### config.mk
export PLATFORM = sky130hd
export DESIGN_NAME = spiTargetBridge
export DESIGN_NICKNAME = d
export VERILOG_FILES = /design/src/bridgePkg.sv /design/src/spiTargetBridge.sv /design/src/sdoShifter.sv /design/src/targetPort.sv /design/src/accessSequencer.sv /design/src/spiFrameRx.sv
export SDC_FILE = /design/constraint.sdc
export NUM_CORES = 1
export LEC_CHECK = 0
export ABC_AREA = 1
export BUFFER_PORTS_ARGS = -buffer_cell sky130_fd_sc_hd__buf_2
export CORE_MARGIN = 1.5
export CORE_UTILIZATION = 45
export CTS_CLUSTER_DIAMETER = 100
export CTS_CLUSTER_SIZE = 10
export DETAILED_ROUTE_END_ITERATION = 10
export GPL_TIMING_DRIVEN = 0
export PLACE_DENSITY = 0.82
export SYNTH_ARGS = -nofsm -noshare
export SYNTH_HDL_FRONTEND = slang
export SYNTH_SLANG_ARGS = --single-unit
### constraint.sdc
create_clock -name sclk -period 7.3 [get_ports sclk]
set_clock_uncertainty 0.1 [all_clocks]
set_input_delay 1.095 -clock sclk [delete_from_list [all_inputs] [get_ports sclk]]
set_output_delay 1.095 -clock sclk [all_outputs]
set_load 0.02 [all_outputs]
### src/bridgePkg.sv
package bridgePkg;

  // --------------------
  // widths and counts
  // --------------------
  localparam int WordWidth  = 32;
  localparam int CmdWidth   = 8;
  localparam int IndexWidth = 7;
  localparam int NumTargets = 3;
  localparam int AddrStep   = 4;

  // bit counter within one part of a frame
  localparam int CntWidth = $clog2(WordWidth);

  // --------------------
  // enums
  // --------------------
  typedef enum logic [0:0] {
    opRead  = 1'b0,
    opWrite = 1'b1
  } opcode_t;

  typedef enum logic [1:0] {
    phCommand = 2'd0,
    phAddress = 2'd1,
    phData    = 2'd2
  } framePhase_t;

  // --------------------
  // structs
  // --------------------
  // one word event from the serial side, all flags are single-cycle pulses
  typedef struct packed {
    logic                 cmdValid;
    logic                 addrValid;
    logic                 slotStart;
    logic                 wordValid;
    logic [WordWidth-1:0] word;
  } wordEvent_t;

  typedef struct packed {
    opcode_t               op;
    logic [IndexWidth-1:0] index;
  } command_t;

  typedef struct packed {
    logic                 write;
    logic                 read;
    logic [WordWidth-1:0] addr;
    logic [WordWidth-1:0] data;
  } busReq_t;

  typedef struct packed {
    logic                 resp;
    logic [WordWidth-1:0] data;
  } busRsp_t;

endpackage
### src/spiTargetBridge.sv
`timescale 1ns/1ps

module spiTargetBridge (
  input  logic               sclk,
  input  logic               sen,
  input  logic               sdi,
  input  bridgePkg::busRsp_t targetRsp [bridgePkg::NumTargets],
  output logic               sdo,
  output bridgePkg::busReq_t targetReq [bridgePkg::NumTargets]
);

  bridgePkg::wordEvent_t           evt;
  bridgePkg::command_t             cmd;
  bridgePkg::busReq_t              req;
  bridgePkg::busRsp_t              rsp;
  logic [bridgePkg::IndexWidth-1:0] index;
  logic [bridgePkg::WordWidth-1:0]  readWord;
  logic                             loadPulse;

  // --------------------
  // serial input side
  // --------------------
  spiFrameRx uFrameRx (
    .sclk (sclk),
    .sen  (sen),
    .sdi  (sdi),
    .evt  (evt),
    .cmd  (cmd)
  );

  accessSequencer uSequencer (
    .sclk      (sclk),
    .sen       (sen),
    .evt       (evt),
    .cmd       (cmd),
    .rsp       (rsp),
    .req       (req),
    .index     (index),
    .readWord  (readWord),
    .loadPulse (loadPulse)
  );

  // --------------------
  // target and sdo side
  // --------------------
  targetPort uTargetPort (
    .index     (index),
    .req       (req),
    .targetRsp (targetRsp),
    .targetReq (targetReq),
    .rsp       (rsp)
  );

  sdoShifter uSdoShifter (
    .sclk      (sclk),
    .sen       (sen),
    .loadPulse (loadPulse),
    .readWord  (readWord),
    .sdo       (sdo)
  );

endmodule

### src/sdoShifter.sv
`timescale 1ns/1ps

module sdoShifter (
  input  logic                            sclk,
  input  logic                            sen,
  input  logic                            loadPulse,
  input  logic [bridgePkg::WordWidth-1:0] readWord,
  output logic                            sdo
);

  logic [bridgePkg::WordWidth-1:0] shiftReg;

  // MSB goes straight out while loading, the rest follows one per edge
  assign sdo = loadPulse ? readWord[bridgePkg::WordWidth-1]
                         : shiftReg[bridgePkg::WordWidth-1];

  // zeros shift in behind the word, so the line idles low
  always_ff @(posedge sclk or posedge sen) begin
    if (sen) begin
      shiftReg <= '0;
    end else if (loadPulse) begin
      shiftReg <= {readWord[bridgePkg::WordWidth-2:0], 1'b0};
    end else begin
      shiftReg <= {shiftReg[bridgePkg::WordWidth-2:0], 1'b0};
    end
  end

endmodule

### src/targetPort.sv
`timescale 1ns/1ps

module targetPort (
  input  logic [bridgePkg::IndexWidth-1:0] index,
  input  bridgePkg::busReq_t               req,
  input  bridgePkg::busRsp_t               targetRsp [bridgePkg::NumTargets],
  output bridgePkg::busReq_t               targetReq [bridgePkg::NumTargets],
  output bridgePkg::busRsp_t               rsp
);

  // --------------------
  // request fan-out
  // --------------------
  // only the addressed target sees anything, the rest stay at zero
  always_comb begin
    for (int t = 0; t < bridgePkg::NumTargets; t++) begin
      if (index == bridgePkg::IndexWidth'(t)) begin
        targetReq[t] = req;
      end else begin
        targetReq[t] = '0;
      end
    end
  end

  // --------------------
  // response merge
  // --------------------
  // walk downward so the lowest index wins
  always_comb begin
    rsp = '0;
    for (int t = bridgePkg::NumTargets - 1; t >= 0; t--) begin
      if (targetRsp[t].resp) begin
        rsp = targetRsp[t];
      end
    end
  end

endmodule

### src/accessSequencer.sv
`timescale 1ns/1ps

module accessSequencer (
  input  logic                                 sclk,
  input  logic                                 sen,
  input  bridgePkg::wordEvent_t                evt,
  input  bridgePkg::command_t                  cmd,
  input  bridgePkg::busRsp_t                   rsp,
  output bridgePkg::busReq_t                   req,
  output logic [bridgePkg::IndexWidth-1:0]     index,
  output logic [bridgePkg::WordWidth-1:0]      readWord,
  output logic                                 loadPulse
);

  logic [bridgePkg::WordWidth-1:0] wordAddr;
  logic [bridgePkg::WordWidth-1:0] pendWord;

  logic inRange;
  logic isWrite;
  logic writeHit;
  logic readHit;

  // --------------------
  // request decode
  // --------------------
  // indexes past the last target never reach the bus
  assign inRange  = cmd.index < bridgePkg::IndexWidth'(bridgePkg::NumTargets);
  assign isWrite  = cmd.op == bridgePkg::opWrite;
  assign writeHit = evt.wordValid && isWrite && inRange;
  assign readHit  = evt.slotStart && !isWrite && inRange;

  assign index = cmd.index;

  // running word address, stepped after every issued request
  always_ff @(posedge sclk or posedge sen) begin
    if (sen) begin
      wordAddr <= '0;
    end else if (evt.addrValid) begin
      wordAddr <= evt.word;
    end else if (writeHit || readHit) begin
      wordAddr <= wordAddr + bridgePkg::WordWidth'(bridgePkg::AddrStep);
    end
  end

  // one-cycle request pulses, one cycle after the triggering event
  always_ff @(posedge sclk or posedge sen) begin
    if (sen) begin
      req <= '0;
    end else begin
      req.write <= writeHit;
      req.read  <= readHit;
      if (writeHit) begin
        req.addr <= wordAddr;
        req.data <= evt.word;
      end else if (readHit) begin
        req.addr <= wordAddr;
        req.data <= '0;
      end
    end
  end

  // --------------------
  // read data path
  // --------------------
  // word returned during slot n goes out in slot n+1
  assign loadPulse = evt.slotStart && !isWrite;
  assign readWord  = pendWord;

  // a response landing on slotStart already belongs to the new slot
  always_ff @(posedge sclk or posedge sen) begin
    if (sen) begin
      pendWord <= '0;
    end else if (rsp.resp && !isWrite) begin
      pendWord <= rsp.data;
    end else if (loadPulse) begin
      pendWord <= '0;
    end
  end

endmodule

### src/spiFrameRx.sv
`timescale 1ns/1ps

module spiFrameRx (
  input  logic                  sclk,
  input  logic                  sen,
  input  logic                  sdi,
  output bridgePkg::wordEvent_t evt,
  output bridgePkg::command_t   cmd
);

  logic [bridgePkg::WordWidth-1:0] shiftReg;
  logic [bridgePkg::WordWidth-1:0] assembled;
  logic [bridgePkg::CntWidth-1:0]  bitCnt;
  bridgePkg::framePhase_t          phase;
  bridgePkg::command_t             cmdReg;

  logic cmdDone;
  logic addrDone;
  logic slotFirst;
  logic wordDone;
  logic partDone;

  // --------------------
  // event decode
  // --------------------
  // the bit on sdi right now is the one sampled at the next edge
  assign assembled = {shiftReg[bridgePkg::WordWidth-2:0], sdi};

  assign cmdDone   = (phase == bridgePkg::phCommand) &&
                     (bitCnt == bridgePkg::CntWidth'(bridgePkg::CmdWidth - 1));
  assign addrDone  = (phase == bridgePkg::phAddress) &&
                     (bitCnt == bridgePkg::CntWidth'(bridgePkg::WordWidth - 1));
  assign slotFirst = (phase == bridgePkg::phData) && (bitCnt == '0);
  assign wordDone  = (phase == bridgePkg::phData) &&
                     (bitCnt == bridgePkg::CntWidth'(bridgePkg::WordWidth - 1));
  assign partDone  = cmdDone | addrDone | wordDone;

  assign evt.cmdValid  = cmdDone;
  assign evt.addrValid = addrDone;
  assign evt.slotStart = slotFirst;
  assign evt.wordValid = wordDone;
  assign evt.word      = assembled;

  assign cmd = cmdReg;

  // --------------------
  // deserializer
  // --------------------
  // MSB first, so every new bit enters at the bottom
  always_ff @(posedge sclk or posedge sen) begin
    if (sen) begin
      shiftReg <= '0;
    end else begin
      shiftReg <= assembled;
    end
  end

  // bit counter and frame phase
  always_ff @(posedge sclk or posedge sen) begin
    if (sen) begin
      bitCnt <= '0;
      phase  <= bridgePkg::phCommand;
    end else begin
      if (partDone) begin
        bitCnt <= '0;
      end else begin
        bitCnt <= bitCnt + 1'b1;
      end
      case (phase)
        bridgePkg::phCommand: if (cmdDone)  phase <= bridgePkg::phAddress;
        bridgePkg::phAddress: if (addrDone) phase <= bridgePkg::phData;
        default:              phase <= bridgePkg::phData;
      endcase
    end
  end

  // command byte is index then op bit with the op bit last
  always_ff @(posedge sclk or posedge sen) begin
    if (sen) begin
      cmdReg <= '0;
    end else if (cmdDone) begin
      cmdReg.index <= assembled[bridgePkg::CmdWidth-1:1];
      cmdReg.op    <= bridgePkg::opcode_t'(sdi);
    end
  end

endmodule

# After elaboration in Yosys (flattened, before gate mapping)
# Cells that the tools add are included.
[word_totals]
regBits = 208
output_inout_bits = 199
[classes]
add_sub_neg = 2
magnitude_cmp = 1
n_eq_ne = 8
muxes = 18
bitwise = 2
reduce_logical = 18
[op_table]
columns = ["op", "count"]
rows = [
  ["$mux 66", 3],
  ["$mux 32", 5],
  ["$mux 64", 2],
  ["$mux 33", 3],
  ["$add 32x3->32 const B", 1],
  ["$logic_and 1x1->1", 9],
  ["$eq 7x1->1 const B", 1],
  ["$eq 7x2->1 const B", 1],
  ["$logic_not 7->1", 1],
  ["$lt 7x2->1 const B", 1],
  ["$reduce_bool 2->1", 3],
  ["$add 5x1->5 const B", 1],
  ["$eq 5x3->1 const B", 1],
  ["$eq 5x5->1 const B", 1],
  ["$logic_not 5->1", 1],
  ["$mux 5", 1],
  ["$mux 2", 2],
  ["$ne 2x1->1 const B", 2],
  ["$pmux 2 s2", 1],
  ["$eq 2x1->1 const B", 1],
  ["$eq 2x2->1 const B", 1],
  ["$logic_not 2->1", 1],
  ["$or 1x1->1", 2],
  ["$reduce_and 2->1", 1],
  ["3 further kinds", 3],
]

# Depth between registers and ports, before layout
[depth]
word_depth = 7
ltp_mapped = 12
mapped_depth_nobuf = 11

# Cells and area by module
# Synthesis repeated with hierarchy kept, for this count alone.
[hier_totals]
hier_cells = 1449
hier_area_um2 = 11029.3
[by_module_without_submodules]
columns = ["mod", "instances", "cells_each", "area_per_inst_um2", "seq_area_each_um2"]
rows = [
  ["accessSequencer", 1, 739, 6073.3, 3253.1],
  ["targetPort", 1, 459, 2182.1, 0.0],
  ["spiFrameRx", 1, 116, 1503.9, 1151.1],
  ["sdoShifter", 1, 135, 1270.0, 775.7],
]

# Worst setup path after synthesis
# Ideal clock, no wire load.
[synth_timing]
path_kind = "register to output"
startpoint = "reg uFrameRx.bitCnt[0] in the netlist's numbering"
endpoint = "out sdo"
t_arrival_ns = 1.593
required_time_ns = 6.105
setup_slack_ns = 4.512
stages_incl_launch_ff = 8
n_path_buf = 1
path_cell_list = "dfrtp_1 -> inv_1 -> ha_1 -> nand3b_1 -> nor2_2 -> inv_2 -> clkbuf_1 -> o21ai_0"
[synth_between]
elab_chain_cells = 4
[synth_rtl]
columns = ["element", "line_no", "rtl"]
rows = [
  ["start: declaration", "spiFrameRx.sv:13", "logic [bridgePkg::CntWidth-1:0] bitCnt;"],
  ["start signal: assignment", "spiFrameRx.sv:67", "bitCnt <= bitCnt + 1'b1;"],
  ["$logic_not 5->1", "spiFrameRx.sv:33", "assign slotFirst = (phase == bridgePkg::phData) && (bitCnt == '0);"],
  ["$logic_and 1x1->1", "spiFrameRx.sv:33", ""],
  ["$logic_and 1x1->1", "accessSequencer.sv:66", "assign loadPulse = evt.slotStart && !isWrite;"],
  ["$mux 1", "sdoShifter.sv:14", "assign sdo = loadPulse ? readWord[bridgePkg::WordWidth-1]"],
  ["end: declaration", "spiTargetBridge.sv:8", "output logic sdo,"],
]
# No other way between the ends.

==> key figures <==
Clock tree
  • Post-CTS Repair Setup Buffers: 0
  • CTS H-Tree Depth: 1
  • CTS tree: built
  • Clk_lat worst skew: ~0.50 ns
  • # resized after CTS: 0
  • Hold-fix buffers, CTS: 0
  • Clk sinks: ~210
  • CTS max path bufs: 3
  • Clk root buf: clkbuf_16
  • TritonCTS Buffers: 24
  • Worst-path clk slew: approximately 0.05 ns

Layout
  • Final core utilization: between 50% and 60%
  • Layout cell share with drive strength beyond 1: roughly 22%
  • # nets final: 1748
  • Antenna fix cells: 0
  • Area growth syn-to-layout: 24.9%
  • Layout Cells excl Fill: 1922
  • Fill cells: just under 2000

Run
  • Max Cap Viol: 0

GRT
  • First-pass GRT wire length: 45500 um
  • Total gr overflow: 0
  • Largest net degree at the start of global routing: between 100 and 150
  • Tot GR Track Use: 24.1%
  • Vias in the first global route: approximately 9200
  • Initial antenna violation count: 0

Floorplanning
  • Die ar.: between 0.02 and 0.025 mm^2
  • DIE HEIGHT: ~150 um
  • Core area: 0.0219 mm^2
  • I/O pin count: around 300
  • DIE WIDTH: between 150 and 200 um
  • Initial Utilization: between 40 and 50%
  • Site row count: between 50 and 60

Timing
  • Pins Over Slew Limit: 0
  • Fin crit share: roughly 52%
  • Hold Vio Cnt, Final: 0
  • Endpoints failing setup: 0
  • Slew @ Worst Pin: 0.959 ns
  • Slew headroom: a little over a third
  • F_max: about 260 MHz
  • Min Hold Slack: around 0.27 ns
  • Final setup margin: 3.47 ns
  • RSZ-0062 raised after global routing: false
  • Min cycle time layout: roughly 3.8 ns

Detailed routing
  • DRT iter0 DRCs: a little over 700
  • Drt via density: slightly above 5
  • DR WL/cell: 14.7 um
  • Vias after detailed routing: about 9700
  • First drt pass iteration count: 7
  • DRC Markers: 0
  • DRT antenna net count: 0
  • Total Wirelength: between 20000 and 30000 um

Logic synthesis
  • Synth top area share: slightly above 50%
  • Sequential area share after synthesis: between 50 and 60%
  • Post-synth top area cell: dfrtp_1
  • Post-synthesis average cell area: ~7.6 um^2
  • Post-Synthesis Cell Area: 0.0101 mm^2
  • Post-synth top flop: dfrtp_1
  • Post-synth EDFFs: 0
  • Synthesized flop and latch total: approximately 210
  • Synthesized instance count: 1318
  • Async S/R FF share, synth: 100%
  • Most frequent cells after synthesis: 282 x nor2_1, 248 x nand2_1, 207 x dfrtp_1
  • Netlist cell types: 33
  • Synth area leaders: dfrtp_1 52%, nor2_1 11%, nand2_1 9.3%
  • Synth warn: 0
  • Most common cell in the netlist: nor2_1
  • Syn_nets: approximately 1400

Setup path
  • WP data required: 6.11 ns
  • Cells on worst reg2reg path: 12
  • RR Endpoint: uSequencer.wordAddr[20]
  • Setup crit end kind: output port
  • Critical path fanouts, max: 10
  • WP data arrival: 2.63 ns
  • Setup crit end: targetReq[96]
  • Critical path class: flop to output port
  • Reg-to-reg startpoint: uFrameRx.bitCnt[0]
  • Worst setup path start: uFrameRx.cmd[4]
  • Critical Path Start Type: flop
  • FF-to-FF setup slack: between 4 and 5 ns

Pwr
  • Switching power: 0.561 mW
  • Sw Share: about 23%
  • Tot Pwr: about 2.4 mW
  • Gate power share: between 7 and 8%
  • Worst VDD drop: ~0.00013 V
  • Seq pwr share: about half
  • Power share of the clock group: approximately two fifths
  • Static Leakage: ~6.4 nW
  • Pint: around 1.9 mW
  • Pwr/cell area: just under 200 mW/mm^2

Run status
  • Status: complete, no violations

Placement
  • Cell count after placement: 1896
  • Gpl congestion: roughly 0.93
  • PortBufs: 297
  • Post-DP HPWL: 21300 um
  • Setup Slack @ Placement: around 4.1 ns

Min path
  • Type of the most critical hold path: flop to flop
==> power groups by stage <==
| stage | sequential [mW] | combinational (mW) | clock, mW |
|---|---|---|---|
| after floorplan | 1.25 | 0.118 | 0 |
| after global placement | 1.25 | 0.173 | 0 |
| after detailed placement | 1.26 | 0.181 | 0 |
| after CTS | 1.24 | 0.183 | 1.03 |
| after global routing | 1.24 | 0.209 | 1.08 |
| final | 1.24 | 0.182 | 1.01 |
==> routing by layer <==
layer / GRT usage, % / share of wire [%]
met2: 42.9 / 50
met5: 0 / 0
met1: 29.1 / 40
met4: 9.29 / 3.3
met3: 4.12 / 7.3
==> registers in the layout, summed over array words and instances, names as in the netlist <==
signal / count
uSequencer.readWord: 32
uFrameRx.cmd: 8
uFrameRx.shiftReg: 31
uSdoShifter.shiftReg: 31
uSequencer.req: 66
uSequencer.wordAddr: 32
uFrameRx.phase: 2
uFrameRx.bitCnt: 5
==> how the worst min path moves through the flow <==
stage	from	endpoint	slack, ns	depth (start not counted)
after detailed placement	uFrameRx.shiftReg[20]	uFrameRx.shiftReg[21]	0.26	0
after global placement	uFrameRx.shiftReg[22]	uFrameRx.shiftReg[23]	0.25	0
after CTS	uFrameRx.shiftReg[20]	uFrameRx.shiftReg[21]	0.27	0
final	uFrameRx.shiftReg[20]	uFrameRx.shiftReg[21]	0.27	0
after floorplan	uFrameRx.shiftReg[10]	uFrameRx.shiftReg[11]	0.25	0
after global routing	uFrameRx.shiftReg[20]	uFrameRx.shiftReg[21]	0.28	0
==> cell usage in the layout, fill, tap and decap left out <==
cell type / n
xor2_1: 5
nor2_1: 282
xnor2_1: 5
buf_1: 4
a21oi_2: 1
o211ai_1: 33
o21ai_1: 8
and2_1: 1
buf_6: 3
a21oi_1: 35
a22oi_1: 1
buf_4: 5
nor3_1: 1
nand3_2: 1
clkinv_2: 1
o22ai_1: 22
or2_1: 1
o21ai_0: 116
nor2_2: 3
inv_2: 3
or2_2: 1
nand3b_1: 1
ha_1: 4
o21bai_1: 4
nand2_1: 248
o31ai_1: 1
nand3_1: 80
nor3_4: 1
nand2_2: 3
inv_8: 1
buf_2: 307
dfrtp_1: 207
clkbuf_16: 25
inv_1: 170
nand4_1: 6
buf_16: 1
clkbuf_1: 51
==> critical path, stage by stage, from the launching register on <==
cell      delay [ns]
dfrtp_1         0.36
nor2_1          0.05
nand2_1         0.09
inv_1           0.08
nand4_1         0.11
clkbuf_1        0.74
clkbuf_1        0.42
nor2_1          0.10
buf_2           0.18
==> through the flow <==
step	cell area [um^2]	setup TNS, ns
floorplan	10100	0
global placement	11900	-278.98
detailed placement	11900	0
CTS	12600	0
global route	12600	0
finish	12600	0
==> area by class of cell <==
cell class / instances / area, um^2 / share of cell area [%]
inverter: 174 / 661 / 5.26
timing repair buffer: 298 / 1510 / 12.1
clock inverter: 1 / 5.00 / 0.0399
tap: 280 / 350 / 2.79
sequential: 207 / 5180 / 41.2
clock buffer: 25 / 626 / 4.98
buffer: 73 / 328 / 2.61
multi-input combinational: 864 / 3890 / 31.0
==> cell families (layout without fill, tap and decap cells) <==
family / count (synthesis) / count (layout) / synth area share, %
AO/OA/AOI/OAI: 221 / 221 / 12.3
AND/OR/NAND/NOR: 629 / 629 / 25.1
flip-flops: 207 / 207 / 51.5
buffers and inverters: 247 / 571 / 9.75
adder cells (fa/ha/maj): 4 / 4 / 0.498
XOR/XNOR: 10 / 10 / 0.871
Power figures use the tool's default switching activity.
